File: src/common/rv_core_pkg.sv
`default_nettype none

package rv_core_pkg;

    parameter int XLEN       = 64;
    parameter int REG_ADDR_W = 5;

    typedef enum logic [3:0] {
        ALU_ADD    = 4'd0,
        ALU_SUB    = 4'd1,
        ALU_SLL    = 4'd2,
        ALU_SLT    = 4'd3,
        ALU_SLTU   = 4'd4,
        ALU_XOR    = 4'd5,
        ALU_SRL    = 4'd6,
        ALU_SRA    = 4'd7,
        ALU_OR     = 4'd8,
        ALU_AND    = 4'd9,
        ALU_PASS_B = 4'd10
    } alu_op_e;

    typedef enum logic [6:0] {
        OPC_LUI    = 7'b0110111,
        OPC_AUIPC  = 7'b0010111,
        OPC_JAL    = 7'b1101111,
        OPC_JALR   = 7'b1100111,
        OPC_BRANCH = 7'b1100011,
        OPC_LOAD   = 7'b0000011,
        OPC_STORE  = 7'b0100011,
        OPC_OP_IMM = 7'b0010011,
        OPC_OP     = 7'b0110011
    } opcode_e;

    typedef enum logic [1:0] {
        SRC_A_RS1  = 2'd0,
        SRC_A_PC   = 2'd1,
        SRC_A_ZERO = 2'd2
    } src_a_e;

    typedef enum logic {
        SRC_B_RS2 = 1'b0,
        SRC_B_IMM = 1'b1
    } src_b_e;

    typedef enum logic [1:0] {
        WB_ALU = 2'd0,
        WB_MEM = 2'd1,
        WB_PC4 = 2'd2
    } wb_sel_e;

    typedef enum logic [2:0] {
        BR_NONE = 3'd0,
        BR_EQ   = 3'd1,
        BR_NE   = 3'd2,
        BR_LT   = 3'd3,
        BR_GE   = 3'd4,
        BR_LTU  = 3'd5,
        BR_GEU  = 3'd6
    } br_cond_e;

    // all zero is a bubble
    typedef struct packed {
        alu_op_e               alu_op;
        src_a_e                src_a;
        src_b_e                src_b;
        wb_sel_e               wb_sel;
        br_cond_e              br_cond;
        logic                  jal;
        logic                  jalr;
        logic                  reg_write;
        logic                  mem_read;
        logic                  mem_write;
        logic [2:0]            funct3;   // memory access size
        logic [REG_ADDR_W-1:0] rd;
    } ctrl_t;

    typedef struct packed {
        logic                  valid;
        ctrl_t                 ctrl;
        logic [XLEN-1:0]       pc;
        logic [XLEN-1:0]       imm;
        logic [XLEN-1:0]       rs1_val;
        logic [XLEN-1:0]       rs2_val;
        logic [REG_ADDR_W-1:0] rs1;
        logic [REG_ADDR_W-1:0] rs2;
    } id_ex_t;

    typedef struct packed {
        logic                  valid;
        logic [XLEN-1:0]       result;      // alu value, mem address or link
        logic [XLEN-1:0]       store_data;
        logic [REG_ADDR_W-1:0] rd;
        logic                  reg_write;
        logic                  mem_read;
        logic                  mem_write;
        logic [2:0]            funct3;
        wb_sel_e               wb_sel;
    } ex_out_t;

endpackage

`default_nettype wire

File: src/design/id_ex_reg.sv
`default_nettype none

module id_ex_reg import rv_core_pkg::*; (
    input  logic   clk_i,
    input  logic   rst_n_i,
    input  logic   clear_i,
    input  id_ex_t d_i,
    output id_ex_t q_o
);

    // priority: reset, then clear, then capture
    always_ff @(posedge clk_i) begin
        if (!rst_n_i) begin
            q_o <= '0;
        end else if (clear_i) begin
            q_o <= '0;   // bubble, valid low
        end else begin
            q_o <= d_i;
        end
    end

endmodule

`default_nettype wire

File: config.mk
export PLATFORM = sky130hd
export DESIGN_NAME = id_ex_reg
export DESIGN_NICKNAME = d
export VERILOG_FILES = /design/src/common/rv_core_pkg.sv /design/src/design/id_ex_reg.sv
export SDC_FILE = /design/constraint.sdc
export NUM_CORES = 1
export LEC_CHECK = 0
export ABC_AREA = 1
export BUFFER_PORTS_ARGS = -buffer_cell sky130_fd_sc_hd__buf_2
export CORE_AREA = 3 3 229 231
export DETAILED_ROUTE_END_ITERATION = 10
export DIE_AREA = 0 0 232 234
export PLACE_DENSITY_LB_ADDON = 0.3
export RECOVER_POWER = 50
export SYNTH_ARGS = -nofsm -noshare
export SYNTH_HDL_FRONTEND = slang
export SYNTH_SLANG_ARGS = --single-unit
File: constraint.sdc
create_clock -name clk_i -period 1.5 [get_ports clk_i]
set_input_delay 0.075 -clock clk_i [delete_from_list [all_inputs] [get_ports clk_i]]
set_output_delay 0.075 -clock clk_i [all_outputs]
set_load 0.01 [all_outputs]
Yosys cells after proc, flatten, opt, wreduce, memory -nomap -nowiden:

Index checks and enable logic that the tools add are counted.
W data, S select, Z words.

* bits in registers: 292
* input port bits: 295
* output and inout bits: 292
* logic and storage cells: 21

* bitwise gates (word level): 1
* reduce and logical (&&, ||, !) cells: 1

Operators with widths (number)
* $reduce_or A2 Y1: 1
* $not A1 Y1: 1

Longest topological paths before layout:

* depth after elaboration: 2
* mapped depth: 5
* mapped depth without buffers: 3

Worst setup path after synthesis:

Ideal clock, no wire load.

* path type: input port to flip-flop
* from: input port clear_i
* to: register q_o[0] (netlist bit)
* setup time: 0.111 ns
* arrival time: 0.519 ns
* required time: 1.389 ns
* setup slack: 0.870 ns
* cell stages on the path: 5
* path buffers: 2
* cell sequence: inv_1 nand2_2 buf_6 buf_6 nor2_1

* longest elaborated chain between the ends: 1

Ends and longest elaborated chain
* start: declaration: RTL line id_ex_reg.sv:6 `input logic clear_i,`
* $reduce_or A2 Y1 (no source line)
* end signal: assignment: RTL line id_ex_reg.sv:18 `q_o <= d_i;`
* end: declaration: RTL line id_ex_reg.sv:8 `output id_ex_t q_o`

Every way passes these cells.
A chain may end at the register's enable or synchronous reset.

Worst setup path after layout:

Ends and elaborated chain as after synthesis.

==> results.json <==
{
  "tightestPinTransition_ns": 0.965,
  "ctsRootBufferMaster": "clkbuf_16",
  "worstPathRequired_ns": 1.86,
  "drv_slew": 0,
  "synth_cell_types": 6,
  "detail_route.vias_per_cell": 3.38,
  "layout_commonest_cell": "buf_2",
  "cp_top_family": "buffers and inverters",
  "synth_nets": 1205,
  "met1_usage_pct": 10.5,
  "regMostFlops": "q_o",
  "crit_arrival_ns": 1.51,
  "cts_buffers": 34,
  "status": "finished, final reports clean",
  "synth_area_leader_cell": "dfxtp_1",
  "wl_per_cell_um": 12.4,
  "synth_area_leaders": "dfxtp_1 (70%), inv_1 (13%), nor2_1 (13%)",
  "drtIter0Drc": 188,
  "clkSinkCount": 292,
  "htreeDepth": 2,
  "postPlaceCellArea_um2": 12000,
  "die_y_um": 234,
  "drv_cap": 0,
  "clockBufferDepth": 3,
  "crit_fanout": 54,
  "setup_viol": 0,
  "total_power_mw": 18.6,
  "synthToLayoutAreaGrowth_pct": 90.2,
  "final_nets": 2099,
  "fin_crit_sh_pct": 76.8,
  "path_cells": "buf_2, inv_1, nand2_8, buf_2, nor2_1",
  "num_vias": 8460,
  "reg_top3": "q_o x292",
  "globalplace.congestion": 0.809,
  "hold_viol": 0,
  "synth_cells": 910,
  "cpMaxStageDelayCell": "buf_2",
  "syn-cell-area_um2": 8400,
  "overflow": 0,
  "min_period_ns": 1.15,
  "rsz0062_at_grt": "no",
  "route.detailed.drc": 0,
  "die-area_um2": 54300,
  "grtUsageMet3_pct": 3.92,
  "drive_above_1_share_pct": 35.1,
  "end_kind": "flop",
  "path_buf_inv": 3,
  "initial_utilization_pct": 16.7,
  "cp-start-kind": "primary input",
  "grt_pass1_wl_mm": 45.7,
  "largest_register_ffs": 292,
  "core_region_area_um2": 50300,
  "avgSynthCellArea_um2": 9.23,
  "grt_start_max_net_pins": 66,
  "critical_path_class": "primary input to flop",
  "cts_tree": "yes",
  "yosys_warnings": 0,
  "ir_drop_v": 0.000811,
  "crit_top_cell": "buf_2",
  "grt_pass1_vias": 8941,
  "relSlewSlack_pct": 35.6,
  "ant_nets": 0,
  "globalRoute.busiestLayer": "met2",
  "synth.top_cell.area_share_pct": 69.6,
  "rows": 82,
  "die_x_um": 232,
  "hold_path_class": "primary input to flop",
  "crit_start": "clear_i",
  "met2_usage_pct": 19.3,
  "antenna_found_initial": 1,
  "max_freq_mhz": 868,
  "tns_ns": 0,
  "clk_pin_slew_ns": 0.06,
  "fin_area_um2": 16000,
  "path_depth": 5,
  "cts_setup_buffers": 0,
  "wl_mm": 31.1,
  "p_per_area_nw_per_um2": 1160,
  "first_pass_iters": 4,
  "crit_end": "q_o[0]$_SDFF_PP0_",
  "io_pins": 587,
  "track_usage_pct": 10.7,
  "total_leakage_power_nw": 9.06,
  "portBuffers": 586,
  "critical-path-max-stage-delay_ns": 0.82,
  "final_cell_mix": "buf_2 (587), inv_1 (293), nor2_1 (292), dlygate4sd3_1 (292), dfxtp_1 (292)",
  "synth-seq-cells": 292,
  "fill_cells": 5142,
  "dpl.hpwl_mm": 21.1,
  "seq_area_frac_synth_pct": 69.6
}
-- logic make-up (layout without fill, tap and decap cells) --
family / count (synthesis) / after routing / share of synthesized area, %
buffers and inverters: 325 / 1245 / 17.3
AND/OR/NAND/NOR: 293 / 293 / 13.1
other: 0 / 1 / 0
flip-flops: 292 / 292 / 69.6
-- worst min path at each step --
stage,from,endpoint,slack (ns),cells after the start
2_1_floorplan,d_i[0],q_o[0]$_SDFF_PP0_,0.19,2
3_3_place_gp,d_i[66],q_o[66]$_SDFF_PP0_,0.29,3
3_5_place_dp,d_i[20],q_o[20]$_SDFF_PP0_,0.29,3
4_1_cts,rst_n_i,q_o[238]$_SDFF_PP0_,0.10,3
5_1_grt,rst_n_i,q_o[238]$_SDFF_PP0_,0.12,3
6_report,rst_n_i,q_o[212]$_SDFF_PP0_,0.11,3
-- cell type report --
class                      count  area, um2  share of cell area [%]
clock inverter                13        155                   0.971
sequential                   292       5850                    36.6
antenna                        1       2.50                  0.0157
multi-input combinational    293       1120                    6.99
clock buffer                  49       1010                    6.33
tap                          672        841                    5.26
inverter                     293       1100                    6.88
timing repair buffer         890       5910                    37.0
-- layer usage --
layer	wire, um	share of wire, %
met1	10900	35
met2	15800	51
met3	3020	9.7
met4	1440	4.6
met5	0	0
-- synth_stat cells --
master	count
inv_1	293
nor2_1	292
dfxtp_1	292
nand2_2	1
buf_2	1
buf_6	31
-- power breakdown --
| group | total [mW] | switching (mW) | internal [mW] | leakage, nW |
|---|---|---|---|---|
| Clock | 8.48 | 3.25 | 5.23 | 0.565 |
| Combinational | 1.97 | 0.876 | 1.10 | 6.10 |
| Sequential | 8.15 | 0.0780 | 8.07 | 2.40 |
| Total | 18.6 | 4.21 | 14.4 | 9.06 |
-- per-stage QoR --
stage	hold WS, ns	std cells	util, %	worst slack (ns)
detailed placement	0.293	2148	23.8	0.324
global route	0.118	2502	31.8	0.194
finish	0.107	2503	31.8	0.348
global placement	0.287	2148	23.8	0.329
CTS	0.104	2502	31.9	0.314
floorplan	0.187	910	-	0.870
-- what timing repair did --
action	CTS	global route
resized for setup	0	0
hold endpoints to repair	292	0
hold buffers	292	0
Note: power is estimated with default switching activity, not from simulation.
