## src/common/rv_core_pkg.sv

```systemverilog
`default_nettype none

package rv_core_pkg;

    parameter int XLEN       = 64;
    parameter int REG_ADDR_W = 5;

    typedef enum logic [3:0] {
        ALU_ADD    = 4'd0,
        ALU_SUB    = 4'd1,
        ALU_SLL    = 4'd2,
        ALU_SLT    = 4'd3,
        ALU_SLTU   = 4'd4,
        ALU_XOR    = 4'd5,
        ALU_SRL    = 4'd6,
        ALU_SRA    = 4'd7,
        ALU_OR     = 4'd8,
        ALU_AND    = 4'd9,
        ALU_PASS_B = 4'd10
    } alu_op_e;

    typedef enum logic [6:0] {
        OPC_LUI    = 7'b0110111,
        OPC_AUIPC  = 7'b0010111,
        OPC_JAL    = 7'b1101111,
        OPC_JALR   = 7'b1100111,
        OPC_BRANCH = 7'b1100011,
        OPC_LOAD   = 7'b0000011,
        OPC_STORE  = 7'b0100011,
        OPC_OP_IMM = 7'b0010011,
        OPC_OP     = 7'b0110011
    } opcode_e;

    typedef enum logic [1:0] {
        SRC_A_RS1  = 2'd0,
        SRC_A_PC   = 2'd1,
        SRC_A_ZERO = 2'd2
    } src_a_e;

    typedef enum logic {
        SRC_B_RS2 = 1'b0,
        SRC_B_IMM = 1'b1
    } src_b_e;

    typedef enum logic [1:0] {
        WB_ALU = 2'd0,
        WB_MEM = 2'd1,
        WB_PC4 = 2'd2
    } wb_sel_e;

    typedef enum logic [2:0] {
        BR_NONE = 3'd0,
        BR_EQ   = 3'd1,
        BR_NE   = 3'd2,
        BR_LT   = 3'd3,
        BR_GE   = 3'd4,
        BR_LTU  = 3'd5,
        BR_GEU  = 3'd6
    } br_cond_e;

    // all zero is a bubble
    typedef struct packed {
        alu_op_e               alu_op;
        src_a_e                src_a;
        src_b_e                src_b;
        wb_sel_e               wb_sel;
        br_cond_e              br_cond;
        logic                  jal;
        logic                  jalr;
        logic                  reg_write;
        logic                  mem_read;
        logic                  mem_write;
        logic [2:0]            funct3;   // memory access size
        logic [REG_ADDR_W-1:0] rd;
    } ctrl_t;

    typedef struct packed {
        logic                  valid;
        ctrl_t                 ctrl;
        logic [XLEN-1:0]       pc;
        logic [XLEN-1:0]       imm;
        logic [XLEN-1:0]       rs1_val;
        logic [XLEN-1:0]       rs2_val;
        logic [REG_ADDR_W-1:0] rs1;
        logic [REG_ADDR_W-1:0] rs2;
    } id_ex_t;

    typedef struct packed {
        logic                  valid;
        logic [XLEN-1:0]       result;      // alu value, mem address or link
        logic [XLEN-1:0]       store_data;
        logic [REG_ADDR_W-1:0] rd;
        logic                  reg_write;
        logic                  mem_read;
        logic                  mem_write;
        logic [2:0]            funct3;
        wb_sel_e               wb_sel;
    } ex_out_t;

endpackage

`default_nettype wire

```

## src/design/hazard_ctrl.sv

```systemverilog
`default_nettype none

module hazard_ctrl import rv_core_pkg::*; (
    input  id_ex_t                id_ex_i,
    input  logic [REG_ADDR_W-1:0] rs1_i,
    input  logic [REG_ADDR_W-1:0] rs2_i,
    input  logic                  uses_rs1_i,
    input  logic                  uses_rs2_i,
    input  logic                  redirect_i,
    output logic                  stall_o,
    output logic                  clear_o
);

    logic                  load_in_ex;
    logic [REG_ADDR_W-1:0] ex_rd;
    logic                  rs1_hit;
    logic                  rs2_hit;

    assign ex_rd = id_ex_i.ctrl.rd;

    // a load result is not ready until after mem, so the consumer waits
    assign load_in_ex = id_ex_i.valid && id_ex_i.ctrl.mem_read && (ex_rd != '0);

    assign rs1_hit = uses_rs1_i && (rs1_i == ex_rd);
    assign rs2_hit = uses_rs2_i && (rs2_i == ex_rd);

    assign stall_o = load_in_ex && (rs1_hit || rs2_hit);

    // stall inserts a bubble, redirect drops the wrong-path instr
    assign clear_o = stall_o || redirect_i;

endmodule

`default_nettype wire

```

## config.mk

```make
export PLATFORM = sky130hd
export DESIGN_NAME = hazard_ctrl
export DESIGN_NICKNAME = d
export VERILOG_FILES = /design/src/common/rv_core_pkg.sv /design/src/design/hazard_ctrl.sv
export SDC_FILE = /design/constraint.sdc
export NUM_CORES = 1
export LEC_CHECK = 0
export ABC_AREA = 1
export BUFFER_PORTS_ARGS = -buffer_cell sky130_fd_sc_hd__buf_2
export CORE_AREA = 2 2 119 121
export DETAILED_ROUTE_END_ITERATION = 10
export DIE_AREA = 0 0 121 123
export PLACE_DENSITY = 0.34
export SLEW_MARGIN = 20
export SYNTH_ARGS = -nofsm -noshare
export SYNTH_HDL_FRONTEND = slang
export SYNTH_SLANG_ARGS = --single-unit
```

## constraint.sdc

```tcl
create_clock -name vclk -period 0.88
set_clock_uncertainty 0.2 [all_clocks]
set_input_delay 0.088 -clock vclk [all_inputs]
set_output_delay 0.088 -clock vclk [all_outputs]
set_load 0.02 [all_outputs]
```

### Yosys cells after proc, flatten, opt, wreduce, memory -nomap -nowiden

Cells that the tools add are included.

* bitwise gates (word level): 0
* order comparisons: 0
* add/sub/neg operators: 0
* $mul: 0
* equality and inequality tests: 2
* div/mod/pow operators: 0
* reductions and logical operators: 8
* muxes and demuxes: 0
* shift-type cells: 0

Operators with widths (count)
* $eq A5 B5 Y1: 2
* $logic_and A1 B1 Y1: 5
* $reduce_bool A5 Y1: 1
* $logic_or A1 B1 Y1: 2

* memory bits (read-only): 0
* input bits: 305
* register bits: 0
* latch bits: 0
* RAM bits: 0
* output and inout port bits: 2
* memories kept: 0

### Depth between registers and ports, before layout

* word-level depth: 5
* mapped depth: 8
* mapped depth without buffers: 8

### Worst setup path before layout

Ideal clock, no wire load.

* path kind: input to output
* from: input rs2_i[1]
* to: output clear_o
* cell stages on the path: 8
* arrival time: 611 ps
* required time: 592 ps
* setup slack: -19 ps
* cells stage by stage: inv_1 nand2_1 nand2_1 nor2_2 nand3_1 nand2_1 nand2_1 nand2_1

* cells in the longest elaborated chain, start to end: 5

Ends and longest elaborated chain
* start, declared: line hazard_ctrl.sv:6 `input logic [REG_ADDR_W-1:0] rs2_i,`
* $eq A5 B5 Y1: line hazard_ctrl.sv:25 `assign rs2_hit = uses_rs2_i && (rs2_i == ex_rd);`
* $logic_and A1 B1 Y1: line hazard_ctrl.sv:25
* $logic_or A1 B1 Y1: line hazard_ctrl.sv:27 `assign stall_o = load_in_ex && (rs1_hit || rs2_hit);`
* $logic_and A1 B1 Y1: line hazard_ctrl.sv:27
* $logic_or A1 B1 Y1: line hazard_ctrl.sv:30 `assign clear_o = stall_o || redirect_i;`
* end, declared: line hazard_ctrl.sv:11 `output logic clear_o`

No other way between the ends.

### Worst setup path in the final report

* from: input id_ex_i[267] (netlist name)
* to: output stall_o

* cells in the longest elaborated chain, start to end: 4
* elaborated cells on any way between the ends: 8

Ends and longest elaborated chain
* start, declared: line hazard_ctrl.sv:4 `input id_ex_t id_ex_i,`
* $eq A5 B5 Y1, on equally long branches: line hazard_ctrl.sv:24, hazard_ctrl.sv:25
* $logic_and A1 B1 Y1, on equally long branches: line hazard_ctrl.sv:24, hazard_ctrl.sv:25
* $logic_or A1 B1 Y1: line hazard_ctrl.sv:27
* $logic_and A1 B1 Y1 *: line hazard_ctrl.sv:27
* end, declared: line hazard_ctrl.sv:10 `output logic stall_o,`

Every way passes the cells marked *; elsewhere a longest branch is shown, timed or not.

==> results by stage <==
Outcome:
- The flow ran to the end, but the final reports show violations.
- The final reports fail on negative setup slack.

Placement:
- The final RePlAce weighted congestion is around 0.68.
- The total instance count after detailed placement is 263.
- In this run the cell area measured after placement is slightly below 600 µm².
- Buffers placed on the I/O ports in this run total 22.
- Summed over all nets, the half-perimeter wirelength after detailed placement is 1130 µm.

Logic synthesis:
- The Yosys step of the flow raised 0 warnings.
- Dividing the synthesized area by the synthesized cell count gives 3.98 µm².
- Of the total synthesized cell area, the portion taken by XOR and XNOR cells is 0.
- The area share of and/or/nand/nor cells after synthesis is 0.749.
- By area the synthesized netlist is led by nand2_1 (47%), inv_1 (17%), nor2_1 (11%).
- Summed over all instances, the cell type with the most area after synthesis is nand2_1.
- After synthesis, the largest family of logic cells by area is simple AND/OR/NAND/NOR gates.
- The number of standard cells after synthesis is 60.
- Of the post-synthesis cell area, the part taken by muxes is 0.
- The number of different library cells used by synthesis comes to 8.
- The area share of the largest cell type after synthesis is 0.471.
- In the synthesized netlist, the cells that appear most often are nand2_1 (30), inv_1 (11), nor2_1 (7).
- The share of the Yosys chip area taken by registers is 0.
- The post-synthesis compound-gate area fraction is 0.
- The number of nets produced by synthesis is 365.
- The adder-cell share of the synthesized area is 0.
- The combined area of all synthesized cells is 239 µm².
- The most frequently used cell type in the post-synthesis netlist is nand2_1.

Global route:
- The largest net degree at the start of global routing is 4.
- In the global route stage, overall resource usage came out at 0.0152.
- The via count of the first global-routing pass is 346.
- The number of antenna violations at the first check in global routing is 0.
- The first global-routing pass estimated approximately 1700 µm of wire.
- For this run the aggregate overflow at the end of global routing stands at 0.

Floorplanning:
- The overall die height is between 100 and 150 µm.
- The die covers 14900 µm².
- The region available for standard cell placement spans 13600 µm².
- The initial core utilization is 0.0176.
- The I/O pin total is slightly above 300.
- The die span in x is 121 µm.
- The total number of placement rows is 43.

Drt:
- The overall routed net length is 1160 µm.
- Summing over every cut layer, the via total after detailed routing is 368.
- In this run, the number of DRC markers left after iteration 0 of detailed routing was 7.
- The post-detailed-route DRC marker count is 0.
- The number of detailed-route iterations in the first pass is 3.
- The wire length per cell is 4.43 µm.
- The per-cell via count in the routed design is 1.40.
- The remaining antenna violation count is 0.

Power and ir drop:
- The leakage power summed over all cells is 0.304 nW.
- The worst-case IR drop observed on VDD is 0.000123 V.
- Dividing total power by cell area gives a power density of 270 nW/µm².

Timing:
- The total count of hold-check failures in the final report is 0.
- The fmax is around 840 MHz.
- The worst hold slack after final layout is 250 ps.
- The worst slew margin relative to its limit is 0.871.
- Setup repair after global routing could not meet its margin everywhere.
- The final max-slew violation count came to 0.
- Adding up every negative setup slack in the final design gives -620 ps.
- Setup violations remaining at the end of the flow were counted as 2.
- The final critical-path required period is 1190 ps.
- In the post-route analysis, the smallest setup slack over all paths is -312 ps.
- At the pin with the least slew margin, the transition time is 193 ps.
- The fraction of the cycle the final worst path needs is 1.35.

Finish:
- The final design area excluding fillers is between 600 and 700 µm².
- The finished layout holds 263 standard cells, fillers aside.
- The final standard cell utilization of the core is 0.0463.
- The sequential cell count of the final layout is 0.
- The clock buffer count is 0.
- The final net count is 390.
- The area used by sequential logic in the layout is 0 µm².
- Of the cells placed in the final design, the portion with a size suffix greater than 1 is 0.422.
- The layout-stage area growth over the synthesis result is 164%.
- The antenna diode count is 0.

Run:
- The max-capacitance violation count is 0.

Min path:
- Along the worst hold path, the cell count comes to 4.
- The tightest min-delay check is of the in -> out type.

Setup path:
- The arrival time of the worst setup path is 900 ps.
- In this run the worst path has a maximum fanout of 3.
- For the worst setup path, the data required time is 590 ps.
- The worst setup path is launched from an input port.
- The nature of the critical path endpoint is an output pin.
- The kind of critical path is in -> out.

CTS:
- Once the clock tree was built, the setup fixing pass inserted 0 buffers.
-- worst paths after layout --
| kind | from | end | slack, ps |
|---|---|---|---|
| setup / recovery | id_ex_i[267] | stall_o | -310 |
| hold / removal | redirect_i | clear_o | 250 |
-- cells in the final DEF, fill, tap and decap left out --
cell and n:
nand2_1 27, buf_2 17, inv_1 10, nor2_1 7, inv_2 5, buf_6 5
nand2_2 4, nand3_1 3, nor2_2 2, inv_4 1, nand4_1 1, buf_8 1
-- stage by stage --
step           total power [mW]  setup slack (ps)
2_1_floorplan            0.0743             -18.9
3_3_place_gp              0.152              -432
3_5_place_dp              0.152              -425
4_1_cts                   0.170              -385
5_1_grt                   0.196              -402
6_report                  0.170              -312
-- critical path, cell delays in order --
cell and delay [ps]:
buf_8 100, inv_4 50, buf_6 80, nand4_1 180, nand3_1 140, inv_2 40
nand2_2 60, inv_1 50, buf_6 120
-- cells by family (layout without fill, tap and decap cells) --
kind of cell,Yosys count,in the layout
buffers and inverters,16,39
AND/OR/NAND/NOR,44,44
-- where the power goes --
part           total, mW  switching (mW)  internal (mW)
logic              0.170          0.0846         0.0856
registers              0               0              0
clock network          0               0              0
-- timing repair --
| item | in CTS | in global routing |
|---|---|---|
| pin swaps | 4 | 6 |
| resized for setup | 10 | 4 |
| hold buffers | 0 | 0 |
| setup endpoints to repair | 2 | 2 |
-- per-layer routing --
layer	wire (µm)	track usage
met5	0	0
met4	0	0
met2	437	0.0239
met1	672	0.0244
met3	55	0
-- final cells by class --
| class | instances | area, µm² |
|---|---|---|
| repair buffers | 23 | 156 |
| inverters | 16 | 62.6 |
| well taps | 180 | 225 |
| fillers | 1621 | 13000 |
| multi-input cells | 44 | 186 |
Power figures use the tool's default switching activity.
