==> config.mk <==
export PLATFORM = sky130hd
export DESIGN_NAME = reg_file
export DESIGN_NICKNAME = d
export VERILOG_FILES = /design/src/common/rv_core_pkg.sv /design/src/design/reg_file.sv
export SDC_FILE = /design/constraint.sdc
export NUM_CORES = 2
export LEC_CHECK = 0
export BUFFER_PORTS_ARGS = -buffer_cell sky130_fd_sc_hd__buf_4
export CAP_MARGIN = 20
export CORE_MARGIN = 4
export CORE_UTILIZATION = 47
export CTS_BUF_LIST = sky130_fd_sc_hd__clkbuf_2
export CTS_CLUSTER_SIZE = 16
export DETAILED_ROUTE_END_ITERATION = 16
export MAX_ROUTING_LAYER = met4
export PLACE_DENSITY = 0.68
export SETUP_SLACK_MARGIN = 0.1
export SLEW_MARGIN = 0
export SYNTH_ARGS = -nofsm -noshare
export SYNTH_HDL_FRONTEND = slang
export SYNTH_SLANG_ARGS = --single-unit
==> constraint.sdc <==
create_clock -name clk_i -period 7.1 [get_ports clk_i]
set_input_delay 0.71 -clock clk_i [delete_from_list [all_inputs] [get_ports clk_i]]
set_output_delay 0.71 -clock clk_i [all_outputs]
set_load 0.03 [all_outputs]
==> src/common/rv_core_pkg.sv <==
`default_nettype none

package rv_core_pkg;

    parameter int XLEN       = 64;
    parameter int REG_ADDR_W = 5;

    typedef enum logic [3:0] {
        ALU_ADD    = 4'd0,
        ALU_SUB    = 4'd1,
        ALU_SLL    = 4'd2,
        ALU_SLT    = 4'd3,
        ALU_SLTU   = 4'd4,
        ALU_XOR    = 4'd5,
        ALU_SRL    = 4'd6,
        ALU_SRA    = 4'd7,
        ALU_OR     = 4'd8,
        ALU_AND    = 4'd9,
        ALU_PASS_B = 4'd10
    } alu_op_e;

    typedef enum logic [6:0] {
        OPC_LUI    = 7'b0110111,
        OPC_AUIPC  = 7'b0010111,
        OPC_JAL    = 7'b1101111,
        OPC_JALR   = 7'b1100111,
        OPC_BRANCH = 7'b1100011,
        OPC_LOAD   = 7'b0000011,
        OPC_STORE  = 7'b0100011,
        OPC_OP_IMM = 7'b0010011,
        OPC_OP     = 7'b0110011
    } opcode_e;

    typedef enum logic [1:0] {
        SRC_A_RS1  = 2'd0,
        SRC_A_PC   = 2'd1,
        SRC_A_ZERO = 2'd2
    } src_a_e;

    typedef enum logic {
        SRC_B_RS2 = 1'b0,
        SRC_B_IMM = 1'b1
    } src_b_e;

    typedef enum logic [1:0] {
        WB_ALU = 2'd0,
        WB_MEM = 2'd1,
        WB_PC4 = 2'd2
    } wb_sel_e;

    typedef enum logic [2:0] {
        BR_NONE = 3'd0,
        BR_EQ   = 3'd1,
        BR_NE   = 3'd2,
        BR_LT   = 3'd3,
        BR_GE   = 3'd4,
        BR_LTU  = 3'd5,
        BR_GEU  = 3'd6
    } br_cond_e;

    // all zero is a bubble
    typedef struct packed {
        alu_op_e               alu_op;
        src_a_e                src_a;
        src_b_e                src_b;
        wb_sel_e               wb_sel;
        br_cond_e              br_cond;
        logic                  jal;
        logic                  jalr;
        logic                  reg_write;
        logic                  mem_read;
        logic                  mem_write;
        logic [2:0]            funct3;   // memory access size
        logic [REG_ADDR_W-1:0] rd;
    } ctrl_t;

    typedef struct packed {
        logic                  valid;
        ctrl_t                 ctrl;
        logic [XLEN-1:0]       pc;
        logic [XLEN-1:0]       imm;
        logic [XLEN-1:0]       rs1_val;
        logic [XLEN-1:0]       rs2_val;
        logic [REG_ADDR_W-1:0] rs1;
        logic [REG_ADDR_W-1:0] rs2;
    } id_ex_t;

    typedef struct packed {
        logic                  valid;
        logic [XLEN-1:0]       result;      // alu value, mem address or link
        logic [XLEN-1:0]       store_data;
        logic [REG_ADDR_W-1:0] rd;
        logic                  reg_write;
        logic                  mem_read;
        logic                  mem_write;
        logic [2:0]            funct3;
        wb_sel_e               wb_sel;
    } ex_out_t;

endpackage

`default_nettype wire

==> src/design/reg_file.sv <==
`default_nettype none

module reg_file import rv_core_pkg::*; (
    input  logic                  clk_i,
    input  logic                  rst_n_i,
    input  logic [REG_ADDR_W-1:0] rs1_i,
    input  logic [REG_ADDR_W-1:0] rs2_i,
    output logic [XLEN-1:0]       rs1_val_o,
    output logic [XLEN-1:0]       rs2_val_o,
    input  logic                  wb_en_i,
    input  logic [REG_ADDR_W-1:0] wb_addr_i,
    input  logic [XLEN-1:0]       wb_data_i
);

    localparam int NUM_REGS = 1 << REG_ADDR_W;

    logic [XLEN-1:0] regs [1:NUM_REGS-1];   // no storage for x0
    logic            wr_en;

    assign wr_en = wb_en_i && (wb_addr_i != '0);

    always_ff @(posedge clk_i) begin
        if (!rst_n_i) begin
            for (int i = 1; i < NUM_REGS; i++) begin
                regs[i] <= '0;
            end
        end else if (wr_en) begin
            regs[wb_addr_i] <= wb_data_i;
        end
    end

    function automatic logic [XLEN-1:0] read_port(input logic [REG_ADDR_W-1:0] addr);
        logic [XLEN-1:0] val;
        if (addr == '0) begin
            val = '0;
        end else if (wr_en && addr == wb_addr_i) begin
            val = wb_data_i;   // write-through
        end else begin
            val = regs[addr];
        end
        return val;
    endfunction

    always_comb begin
        rs1_val_o = read_port(rs1_i);
        rs2_val_o = read_port(rs2_i);
    end

endmodule

`default_nettype wire

# --- After elaboration in Yosys (flattened, before gate mapping) ---
# Memory sizes are Yosys's and may differ from the RTL's.
# Index checks and enable logic that the tools add are counted.
word_totals:
  regBits: 0
  latch_bits: 0
  ramBits: 1984
  romBits: 0
  word_cells: 21
  memories: 1
mem_list:
  columns: ["name", "words", "word_bits", "read_ports", "rd_ports_with_merged_regs", "wr", "line", "rtl"]
  rows:
  - ["regs", 31, 64, 2, 0, 31, "reg_file.sv:17", "logic [XLEN-1:0] regs [1:NUM_REGS-1];"]
op_classes:
  n_addsub: 0
  mul: 0
  n_div: 0
  n_lt_le_gt_ge: 0
  eq_ne: 2
  shift: 0
  muxes: 11
  n_bitwise: 0
  n_reduce_logical: 7
ops:
  columns: ["operator", "count"]
  rows:
  - ["64-bit 2-to-1 mux", 5]
  - ["64-bit OR reduction", 1]
  - ["5-bit equality test", 2]
  - ["5-bit zero test", 2]
  - ["1-bit 2-to-1 mux", 5]
  - ["5-bit 2-to-1 mux", 1]
  - ["5-bit nonzero test", 1]
  - ["1-bit logical AND", 3]

# --- Depth between registers and ports, before layout ---
depth:
  word_depth: 7
  mapped_depth: 10
  mapped_depth_nobuf: 5

# --- Worst setup path after synthesis ---
# OpenSTA, ideal clock, no wires.
synth_path:
  path_kind: "in2reg"
  from: "in wb_addr_i[3]"
  to: "mem regs[5][0] (enable)"
  setup_ns: 0.574
  arrival_time_ns: 6.013
  setup_slack_ns: 0.512
  cell_stages: 4
  path_buffers: 2
  cell_sequence: "buf_4 or3b_2 clkbuf_1 o21ai_0"
synth_lines:
  columns: ["element", "line", "rtl"]
  rows:
  - ["from (decl)", "reg_file.sv:11", "input logic [REG_ADDR_W-1:0] wb_addr_i,"]
  - ["to (decl)", "reg_file.sv:17", null]

# --- Final worst setup path ---
layout_path:
  from: "in wb_addr_i[2]"
  to: "out rs2_val_o[60]"
layout_between:
  elab_chain_len: 5
  word_cells_on_any_way: 6
  cone_classes: "eq/ne (1); mux (2); reduce/logical (3)"
layout_lines:
  columns: ["element", "line", "rtl"]
  rows:
  - ["5-bit nonzero test", "reg_file.sv:20", "assign wr_en = wb_en_i && (wb_addr_i != '0);"]
  - ["1-bit logical AND", "reg_file.sv:20", null]
  - ["1-bit logical AND (*)", "reg_file.sv:36", "end else if (wr_en && addr == wb_addr_i) begin"]
  - ["64-bit 2-to-1 mux (*)", "reg_file.sv:36", null]
  - ["64-bit 2-to-1 mux (*)", "reg_file.sv:34", "if (addr == '0) begin"]
  - ["to (decl)", "reg_file.sv:9", "output logic [XLEN-1:0] rs2_val_o,"]
# Every way passes the cells marked *; elsewhere a longest branch is shown, timed or not.

==> impl_metrics.yaml <==
routing:
  vias: 80500
  wirelength_um: 454000
  ant_nets: 0
  drtPass1Iterations: 9
  drtIter0Drc: 16100
  wl_per_cell_um: 40.4
  post-route-drc-count: 0
  via_per_inst: 7.15
setup_path:
  slowest_delay_ps: 820
  path_cells: "dlygate4sd3_1, buf_4, or3_4, o311a_4, nand4_4, buf_4, o21ai_0, a21oi_1, buf_4"
  critPathLaunchType: "input pin"
  path_common_cell: "buf_4"
  slowest_stage: "a21oi_1"
  cp_max_fo: 51
  arrival_ps: 5180
  cpLargestDelayFamily: "buffers and inverters"
  cp-end-kind: "output pin"
  worst_ep_required_time_ps: 6390
  worst-path-buf-inv: 4
  worstSetupPathType: "in2out"
synth:
  yosysUniqueCellTypes: 62
  synth_most_common_cell: "edfxtp_1"
  synth_top_area_share_pct: 56.4
  synth_area_mm2: 0.109
  synthFlopType: "edfxtp_1"
  ys_seq_elements: 2048
  synthCells: 7424
  synthTopCellsByCount: "edfxtp_1, and2_1, mux4_2, clkbuf_1, mux2i_1"
  synth_largest_area_cell: "edfxtp_1"
  ys_warn_count: 0
  ys_seq_area_share_pct: 56.4
  syn_area_per_cell_um2: 14.7
  synth_edf_count: 2048
  netlist_top_cells_area: "edfxtp_1, mux4_2, and2_1"
  async_flop_share_pct: 0
die:
  die_y_um: 490
  initial_utilization_pct: 47.3
  io_pins: 210
  num_rows: 176
  die-area_mm2: 0.240
  core-area_mm2: 0.231
  die_w_um: 490
sta:
  setup_viol: 0
  slew_viol_final: 0
  period_minus_slack_ps: 5890
  timing.fmax_mhz: 170
  rsz0062_at_grt: "false"
  fin_crit_sh_pct: 83.0
  tightest_slew_ps: 1380
  hold_viol: 0
  final.setup.tns_ps: 0
  maxSlewHeadroom_pct: 7.88
cells_and_area:
  multi_input_area_mm2: 0.0450
  regMostFlops: "regs"
  area_growth_pct: 10.6
  largest_register_ffs: 2048
  final-seq-area_mm2: 0.0615
  drive_gt1_share_pct: 28.3
  layout.nets: 7902
  largestRegisters: "regs (2048)"
  postLayoutCoreUtil_pct: 52.3
  fill_cells: 18900
grt:
  grt_usage_pct: 38.5
  grt_max_degree: 124
  antenna_found_initial: 70
  grt_pass1_wl_um: 620000
  grt_pass1_vias: 78300
  grt-ovfl-total: 0
clock_tree:
  cts-root-buf: "clkbuf_2"
  htree_levels: 6
  post_cts_buffers: 0
  clock_path_buffers: 4
  cts.clk_slew.worst_paths_ps: 120
  cts_made_buffers: 542
  clock_sinks: 2048
  cts_tree: "done"
  cts_resized: 0
placement:
  portBuffers: 209
  hpwl_um: 251000
  gp_congestion: 0.949
power:
  ir_worst_vdd_mv: 0.165
  cellLeakagePower_nw: 42.5
  power_density_mw_per_mm2: 222
  power_mw: 26.8
flow_run:
  drv_cap: 0
hold_path:
  hold_path.class: "in2reg"
status:
  status: "completed"
-- through the flow --
stage	worst slack [ps]	area [um^2]	cells	hold slack (ps)
after floorplan	512	109000	7487	809
after global placement	1410	114000	10100	1120
after detailed placement	1870	114000	10200	1130
after CTS	1410	120000	11200	82.6
after global routing	1370	121000	11200	214
final	1210	121000	11300	217
-- where the power goes --
group	switching, mW	leakage, nW	internal (mW)
clock network	5.09	3.51	3.13
logic	2.72	19.5	1.56
registers	0.352	19.5	14.0
total	8.16	42.5	18.7
-- per-layer routing --
layer / track usage, % / share of wire (%) / wire (um) / vias to the layer above
met1: 45.2 / 32 / 144000 / 40000
li1: - / - / - / 29800
met5: - / 0 / 0 / -
met3: 16.1 / 17 / 77600 / 2197
met4: 27.5 / 8.5 / 38500 / 0
met2: 53.3 / 43 / 195000 / 8481
-- final timing paths --
path,cells after the start,start,to,slack (ps)
setup / recovery,9,wb_addr_i[2],rs2_val_o[60],1210
hold / removal,3,rst_n_i,regs[8][54]$_SDFFCE_PN0P_,220
-- kinds of logic after synthesis --
logic type                share of synthesized area (%)
AOI/OAI and AO/OA                                  5.67
xor gates and xnor gates                         0.0803
buffers and inverters                              3.29
DFF                                                56.4
muxes                                              21.3
other                                           0.00344
and+or+nand+nor                                    13.3
-- cell usage in the layout, fill, tap and decap left out, drive strengths merged, types with 7 or more instances in the layout --
cell,count
nor2,144
a211oi,25
mux2i,308
o21ai,118
conb,64
o22ai,143
clkinv,102
a21oi,133
edfxtp,2048
dlygate4sd3,142
a22oi,98
nand3b,7
nor3,105
inv,13
nand2b,12
xnor2,8
o21a,12
and2,1989
o211ai,24
mux2,118
o221ai,100
a31oi,9
a221o,50
buf,448
bufinv,8
a22o,87
clkbuf,767
mux4,834
nand2,87
a221oi,48
nand3,26
nor2b,15
diode,77
-- repair_timing --
item,in CTS,in global routing
hold buffers,144,0
setup endpoints to repair,0,0
hold endpoints to repair,2393,0
-- cell type report --
cell class	count	share of cell area (%)
clock buffers	764	3.17
repair buffers	593	4.71
well taps	3026	3.14
clock inverters	117	0.552
multi-input cells	4629	37.3
diodes	77	0.160
flip-flops and latches	2048	51.0
inverters	6	0.0207
Power figures use the tool's default switching activity.
