## src/common/rv_core_pkg.sv

```systemverilog
`default_nettype none

package rv_core_pkg;

    parameter int XLEN       = 64;
    parameter int REG_ADDR_W = 5;

    typedef enum logic [3:0] {
        ALU_ADD    = 4'd0,
        ALU_SUB    = 4'd1,
        ALU_SLL    = 4'd2,
        ALU_SLT    = 4'd3,
        ALU_SLTU   = 4'd4,
        ALU_XOR    = 4'd5,
        ALU_SRL    = 4'd6,
        ALU_SRA    = 4'd7,
        ALU_OR     = 4'd8,
        ALU_AND    = 4'd9,
        ALU_PASS_B = 4'd10
    } alu_op_e;

    typedef enum logic [6:0] {
        OPC_LUI    = 7'b0110111,
        OPC_AUIPC  = 7'b0010111,
        OPC_JAL    = 7'b1101111,
        OPC_JALR   = 7'b1100111,
        OPC_BRANCH = 7'b1100011,
        OPC_LOAD   = 7'b0000011,
        OPC_STORE  = 7'b0100011,
        OPC_OP_IMM = 7'b0010011,
        OPC_OP     = 7'b0110011
    } opcode_e;

    typedef enum logic [1:0] {
        SRC_A_RS1  = 2'd0,
        SRC_A_PC   = 2'd1,
        SRC_A_ZERO = 2'd2
    } src_a_e;

    typedef enum logic {
        SRC_B_RS2 = 1'b0,
        SRC_B_IMM = 1'b1
    } src_b_e;

    typedef enum logic [1:0] {
        WB_ALU = 2'd0,
        WB_MEM = 2'd1,
        WB_PC4 = 2'd2
    } wb_sel_e;

    typedef enum logic [2:0] {
        BR_NONE = 3'd0,
        BR_EQ   = 3'd1,
        BR_NE   = 3'd2,
        BR_LT   = 3'd3,
        BR_GE   = 3'd4,
        BR_LTU  = 3'd5,
        BR_GEU  = 3'd6
    } br_cond_e;

    // all zero is a bubble
    typedef struct packed {
        alu_op_e               alu_op;
        src_a_e                src_a;
        src_b_e                src_b;
        wb_sel_e               wb_sel;
        br_cond_e              br_cond;
        logic                  jal;
        logic                  jalr;
        logic                  reg_write;
        logic                  mem_read;
        logic                  mem_write;
        logic [2:0]            funct3;   // memory access size
        logic [REG_ADDR_W-1:0] rd;
    } ctrl_t;

    typedef struct packed {
        logic                  valid;
        ctrl_t                 ctrl;
        logic [XLEN-1:0]       pc;
        logic [XLEN-1:0]       imm;
        logic [XLEN-1:0]       rs1_val;
        logic [XLEN-1:0]       rs2_val;
        logic [REG_ADDR_W-1:0] rs1;
        logic [REG_ADDR_W-1:0] rs2;
    } id_ex_t;

    typedef struct packed {
        logic                  valid;
        logic [XLEN-1:0]       result;      // alu value, mem address or link
        logic [XLEN-1:0]       store_data;
        logic [REG_ADDR_W-1:0] rd;
        logic                  reg_write;
        logic                  mem_read;
        logic                  mem_write;
        logic [2:0]            funct3;
        wb_sel_e               wb_sel;
    } ex_out_t;

endpackage

`default_nettype wire

```

## src/design/instr_decoder.sv

```systemverilog
`default_nettype none

module instr_decoder import rv_core_pkg::*; (
    input  logic [31:0]           instr_i,
    output ctrl_t                 ctrl_o,
    output logic [XLEN-1:0]       imm_o,
    output logic [REG_ADDR_W-1:0] rs1_o,
    output logic [REG_ADDR_W-1:0] rs2_o,
    output logic                  uses_rs1_o,
    output logic                  uses_rs2_o
);

    opcode_e               opcode;
    logic [2:0]            funct3;
    logic [6:0]            funct7;
    logic [REG_ADDR_W-1:0] rd;
    logic                  shift_ok;
    logic                  op_ok;
    logic [XLEN-1:0]       imm_i;
    logic [XLEN-1:0]       imm_s;
    logic [XLEN-1:0]       imm_b;
    logic [XLEN-1:0]       imm_u;
    logic [XLEN-1:0]       imm_j;

    function automatic alu_op_e funct_to_alu(input logic [2:0] f3, input logic alt);
        alu_op_e op;
        case (f3)
            3'b000:  op = alt ? ALU_SUB : ALU_ADD;
            3'b001:  op = ALU_SLL;
            3'b010:  op = ALU_SLT;
            3'b011:  op = ALU_SLTU;
            3'b100:  op = ALU_XOR;
            3'b101:  op = alt ? ALU_SRA : ALU_SRL;
            3'b110:  op = ALU_OR;
            default: op = ALU_AND;
        endcase
        return op;
    endfunction

    function automatic br_cond_e funct_to_br(input logic [2:0] f3);
        br_cond_e cond;
        case (f3)
            3'b000:  cond = BR_EQ;
            3'b001:  cond = BR_NE;
            3'b100:  cond = BR_LT;
            3'b101:  cond = BR_GE;
            3'b110:  cond = BR_LTU;
            3'b111:  cond = BR_GEU;
            default: cond = BR_NONE;
        endcase
        return cond;
    endfunction

    assign opcode = opcode_e'(instr_i[6:0]);
    assign funct3 = instr_i[14:12];
    assign funct7 = instr_i[31:25];
    assign rd     = instr_i[11:7];
    assign rs1_o  = instr_i[19:15];
    assign rs2_o  = instr_i[24:20];

    assign imm_i = {{(XLEN-12){instr_i[31]}}, instr_i[31:20]};
    assign imm_s = {{(XLEN-12){instr_i[31]}}, instr_i[31:25], instr_i[11:7]};
    assign imm_b = {{(XLEN-13){instr_i[31]}}, instr_i[31], instr_i[7],
                    instr_i[30:25], instr_i[11:8], 1'b0};
    assign imm_u = {{(XLEN-32){instr_i[31]}}, instr_i[31:12], 12'b0};
    assign imm_j = {{(XLEN-21){instr_i[31]}}, instr_i[31], instr_i[19:12],
                    instr_i[20], instr_i[30:21], 1'b0};

    // rv64 shifts take a 6-bit shamt, so funct6 is checked
    assign shift_ok = (funct3 == 3'b001) ? (instr_i[31:26] == 6'b000000) :
                      (funct3 == 3'b101) ? (instr_i[31:26] == 6'b000000 ||
                                            instr_i[31:26] == 6'b010000) : 1'b1;
    assign op_ok = (funct7 == 7'b0000000) ||
                   (funct7 == 7'b0100000 && (funct3 == 3'b000 || funct3 == 3'b101));

    always_comb begin
        ctrl_o     = '0;   // unknown encodings stay a bubble
        imm_o      = '0;
        uses_rs1_o = 1'b0;
        uses_rs2_o = 1'b0;
        case (opcode)
            OPC_LUI: begin
                ctrl_o.alu_op    = ALU_PASS_B;
                ctrl_o.src_a     = SRC_A_ZERO;
                ctrl_o.src_b     = SRC_B_IMM;
                ctrl_o.reg_write = 1'b1;
                ctrl_o.rd        = rd;
                imm_o            = imm_u;
            end
            OPC_AUIPC: begin
                ctrl_o.src_a     = SRC_A_PC;
                ctrl_o.src_b     = SRC_B_IMM;
                ctrl_o.reg_write = 1'b1;
                ctrl_o.rd        = rd;
                imm_o            = imm_u;
            end
            OPC_JAL: begin
                ctrl_o.src_a     = SRC_A_PC;   // alu forms the target
                ctrl_o.src_b     = SRC_B_IMM;
                ctrl_o.wb_sel    = WB_PC4;
                ctrl_o.jal       = 1'b1;
                ctrl_o.reg_write = 1'b1;
                ctrl_o.rd        = rd;
                imm_o            = imm_j;
            end
            OPC_JALR: begin
                if (funct3 == 3'b000) begin
                    ctrl_o.src_b     = SRC_B_IMM;
                    ctrl_o.wb_sel    = WB_PC4;
                    ctrl_o.jalr      = 1'b1;
                    ctrl_o.reg_write = 1'b1;
                    ctrl_o.rd        = rd;
                    imm_o            = imm_i;
                    uses_rs1_o       = 1'b1;
                end
            end
            OPC_BRANCH: begin
                if (funct3[2:1] != 2'b01) begin
                    ctrl_o.src_a   = SRC_A_PC;
                    ctrl_o.src_b   = SRC_B_IMM;
                    ctrl_o.br_cond = funct_to_br(funct3);
                    imm_o          = imm_b;
                    uses_rs1_o     = 1'b1;
                    uses_rs2_o     = 1'b1;
                end
            end
            OPC_LOAD: begin
                if (funct3 != 3'b111) begin
                    ctrl_o.src_b     = SRC_B_IMM;
                    ctrl_o.wb_sel    = WB_MEM;
                    ctrl_o.mem_read  = 1'b1;
                    ctrl_o.reg_write = 1'b1;
                    ctrl_o.funct3    = funct3;
                    ctrl_o.rd        = rd;
                    imm_o            = imm_i;
                    uses_rs1_o       = 1'b1;
                end
            end
            OPC_STORE: begin
                if (!funct3[2]) begin
                    ctrl_o.src_b     = SRC_B_IMM;
                    ctrl_o.mem_write = 1'b1;
                    ctrl_o.funct3    = funct3;
                    imm_o            = imm_s;
                    uses_rs1_o       = 1'b1;
                    uses_rs2_o       = 1'b1;
                end
            end
            OPC_OP_IMM: begin
                if (shift_ok) begin
                    ctrl_o.alu_op    = funct_to_alu(funct3, funct3 == 3'b101 && instr_i[30]);
                    ctrl_o.src_b     = SRC_B_IMM;
                    ctrl_o.reg_write = 1'b1;
                    ctrl_o.rd        = rd;
                    imm_o            = imm_i;
                    uses_rs1_o       = 1'b1;
                end
            end
            OPC_OP: begin
                if (op_ok) begin
                    ctrl_o.alu_op    = funct_to_alu(funct3, funct7[5]);
                    ctrl_o.reg_write = 1'b1;
                    ctrl_o.rd        = rd;
                    uses_rs1_o       = 1'b1;
                    uses_rs2_o       = 1'b1;
                end
            end
            default: ;
        endcase
    end

endmodule

`default_nettype wire

```

## config.mk

```make
export PLATFORM = sky130hd
export DESIGN_NAME = instr_decoder
export DESIGN_NICKNAME = d
export VERILOG_FILES = /design/src/common/rv_core_pkg.sv /design/src/design/instr_decoder.sv
export SDC_FILE = /design/constraint.sdc
export NUM_CORES = 1
export LEC_CHECK = 0
export ABC_AREA = 1
export BUFFER_PORTS_ARGS = -buffer_cell sky130_fd_sc_hd__buf_2
export CORE_AREA = 10 10 86 88
export DETAILED_ROUTE_END_ITERATION = 16
export DIE_AREA = 0 0 96 98
export PLACE_DENSITY = 0.74
export RECOVER_POWER = 25
export SLEW_MARGIN = 25
export SYNTH_ARGS = -nofsm -noshare
export SYNTH_HDL_FRONTEND = slang
export SYNTH_SLANG_ARGS = --single-unit
```

## constraint.sdc

```tcl
create_clock -name vclk -period 3.1
set_input_delay 0.62 -clock vclk [all_inputs]
set_output_delay 0.62 -clock vclk [all_outputs]
set_load 0.05 [all_outputs]
```

* Yosys cells after proc, flatten, opt, wreduce, memory -nomap -nowiden
Index checks and enable logic that the tools add are counted.
Word-level totals: bits in registers 0
Operators by class: eq/ne operators 20, mux-type cells 48, reductions and logical operators 11
Operators with widths (number):
- $pmux 64 s7 | 1
- $mux 64 | 5
- $pmux 4 s7 | 2
- $eq 7x6->1 const B | 4
- $pmux 5 s5 | 1
- $eq 7x7->1 const B | 3
- $pmux 3 s6 | 1
- $mux 1 | 16
- $mux 5 | 3
- $eq 7x5->1 const B | 2
- $eq 3x3->1 const B | 4
- $mux 3 | 4
- $mux 4 | 3
- $pmux 1 s6 | 2
- $pmux 2 s3 | 2
- $pmux 4 s3 | 1
- $mux 8 | 1
- $eq 7x2->1 const B | 1
- $logic_not 7->1 | 1
- $eq 3x2->1 const B | 2
- $eq 6x5->1 const B | 1
- $logic_not 6->1 | 1
- $mux 2 | 3
- $pmux 3 s2 | 1
- 10 further kinds | 14

* Logic depth before layout (Yosys ltp)
word-level depth 6, depth in mapped cells 12, mapped depth without buffers 9

* Worst setup path before layout
No wires, ideal clock.
path type input port to output port, start point input port instr_i[1], end point output port imm_o[32], data arrival time 3.099 ns, required time 2.480 ns, setup slack -0.619 ns, stages on the path 8, path buffers 2, cell sequence nand2_2 -> inv_1 -> nand2_4 -> inv_1 -> nand4_1 -> clkbuf_1 -> nand4_1 -> buf_4
On the way: word-level cells in the longest chain between the ends 3, elaborated cells on any way between the ends 10
Ends and longest elaborated chain:
- start, declared | line instr_decoder.sv:4 | input logic [31:0] instr_i,
- $eq 7x5->1 / $eq 7x6->1 (equally long branches) | line instr_decoder.sv:81 | case (opcode)
- $reduce_or 2->1 (no source line)
- $pmux 64 s7 (*) | line instr_decoder.sv:81
- end, declared | line instr_decoder.sv:6 | output logic [XLEN-1:0] imm_o,
Mark *: on every way between the ends. The rest lies on a longest branch, timed or not.

* Worst setup path in the final report
start point input port instr_i[4], end point output port imm_o[62]
Same word-level chain as after synthesis.

==> reports/metrics.cfg <==
[run_status]
outcome = complete, no violations

[timing]
drv_slew = 0
finalHoldWorstSlack_ns = 1.637
rsz0062_at_grt = false
period_share = 0.9115
fin_crit_ns = 2.826
tightestPinTransition_ns = 0.6300
finalHoldViolations = 0
slew_headroom = 0.5818
setup_viol = 0
setup_slack_ns = 0.2744
max_freq_mhz = 353.9

[critical_path]
crit_slowest_cell = buf_2
worstPathRequired_ns = 2.48
critPathBufInv = 5
arrival_ns = 2.21
cp-end-kind = output port
worst-path-max-fanout = 33
cpLargestDelayFamily = buffers and inverters
critical_path_class = in2out
path_cells = buf_2, inv_1, nand3_1, nor2_2, nand2_1, nand2_1, inv_2, nand4_1, buf_4, buf_2
slowest_delay_ns = 0.31
setup.worst_path.start_class = input port

[grt]
grt_pass1_vias = 2877
grt_max_degree = 34
track_usage = 0.1825
antenna_found_initial = 0
grt_pass1_wl_um = 14590
grt_remaining_overflow = 0

[logic_synthesis]
synth_nets = 490
synthSimpleGateAreaFrac = 0.6397
synthXorXnorAreaFrac = 0
synth_fa_ha_area_frac = 0
yosys_warnings = 0
synth_top_family_by_area = simple AND/OR/NAND/NOR gates
syn_inst = 458
synth.distinct_cells = 24
seq_area_frac_synth = 0
synth_compound_area_frac = 0.02062
muxShareOfSynthArea = 0
syn_area_mm2 = 0.002306
syn_avg_cell_area_um2 = 5.035

[drt]
wl_per_cell_um = 14.82
dr.first_iter.drc_count = 191
drt_wl_total_um = 9098
first_pass_iters = 4
drc = 0
final_antenna_net_count = 0
viasPerCell = 4.980
via_count = 3058

[floorplanning]
die_h_um = 98
rows = 28
core_mm2 = 0.005746
initial_core_util = 0.4014
io_pins = 133
dieArea_mm2 = 0.009408
chipWidth_um = 96

[layout]
syn_to_final_growth_pct = 15.52
regArea_um2 = 0
multi_input_area_mm2 = 0.001530
design.seq.count = 0
fin_util = 0.4636
nets = 573
nClkBuffers = 0
fill_cells = 679
drive_gt1_frac = 0.3006
n_antenna_cell = 0
design_area_mm2 = 0.002664

[placed_design]
dpl.hpwl_um = 7504
port_buffers = 133
dpl_worst_slack_ns = 0.2782
placed_area_mm2 = 0.002695
place_congestion = 0.9088

[flow_run]
cap_viol_max_count = 0

[pwr]
power_switching_uw = 209.5
finalPower_uw = 271.4
p_leak_nw = 1.837
clkPwrFrac = 0
power_frac_comb = 1.000
swShare = 0.7717
intPower_uw = 61.96
power_density_mw_per_mm2 = 101.9
seqPwrFrac = 0
ir_drop_uv = 60.35

[clock_tree]
cts_hold_buf = 0
cts_resized = 0
post_cts_buffers = 0

[min_path]
min_path_type = in2out

-- stage by stage --
stage	TNS [ns]	instances
final	0	614
after global routing	0	614
after CTS	0	614
after detailed placement	0	614
after global placement	0	614
after floorplan	-16.45	458
-- worst paths after layout --
path                        end  slack, ns  cells past startpoint         from
worst max-delay path  imm_o[62]       0.27                     10   instr_i[4]
worst min-delay path   rs1_o[0]       1.64                      2  instr_i[15]
-- cell usage after synthesis, types with 3 or more instances --
cell,count,area share
inv_2,4,0.0065
clkbuf_1,3,0.0049
nand2_2,7,0.019
nand2_1,93,0.15
nor2_4,4,0.020
buf_4,46,0.15
nand4_1,56,0.15
buf_2,10,0.022
buf_6,8,0.039
inv_1,68,0.11
nand3_1,25,0.054
a21oi_1,3,0.0065
nor2_2,8,0.022
nor3_1,6,0.013
nand2_4,4,0.020
nor2_1,100,0.16
-- placed cells by master (no fill, tap or decap) --
| cell type | count |
|---|---|
| nand2_2 | 7 |
| clkbuf_1 | 25 |
| buf_4 | 16 |
| nor4_1 | 1 |
| nor3_1 | 6 |
| nand4_1 | 56 |
| nand3_4 | 2 |
| inv_1 | 64 |
| a21oi_1 | 3 |
| inv_2 | 7 |
| a211oi_1 | 1 |
| inv_4 | 3 |
| nand3_2 | 2 |
| buf_2 | 108 |
| o211ai_1 | 2 |
| nor2_1 | 100 |
| nand2_4 | 5 |
| o21ai_0 | 2 |
| nor2_4 | 4 |
| nor2_2 | 8 |
| nand2_1 | 92 |
| nand3_1 | 25 |
-- layer usage --
metal	GRT usage	vias to the layer above	routed length, um
met5	0	-	0
met1	0.2353	1349	3842
met3	0.03828	6	825
met2	0.3081	137	4332
met4	0.02043	0	97
li1	-	1566	-
-- power groups by stage --
stage / sequential (mW) / clock, mW / combinational (mW)
6_report: 0 / 0 / 0.271
4_1_cts: 0 / 0 / 0.274
3_5_place_dp: 0 / 0 / 0.273
2_1_floorplan: 0 / 0 / 0.213
5_1_grt: 0 / 0 / 0.292
3_3_place_gp: 0 / 0 / 0.272
-- cell type report --
cell class                 instances  area share
tap                               75     0.03523
timing repair buffer             149      0.2832
inverter                          74      0.1071
multi-input combinational        316      0.5745
-- cell families after synthesis --
kind of cell / Yosys count
AO/OA/AOI/OAI: 8
AND/OR/NAND/NOR: 308
buffers and inverters: 142
(Power assumes the default switching activity.)
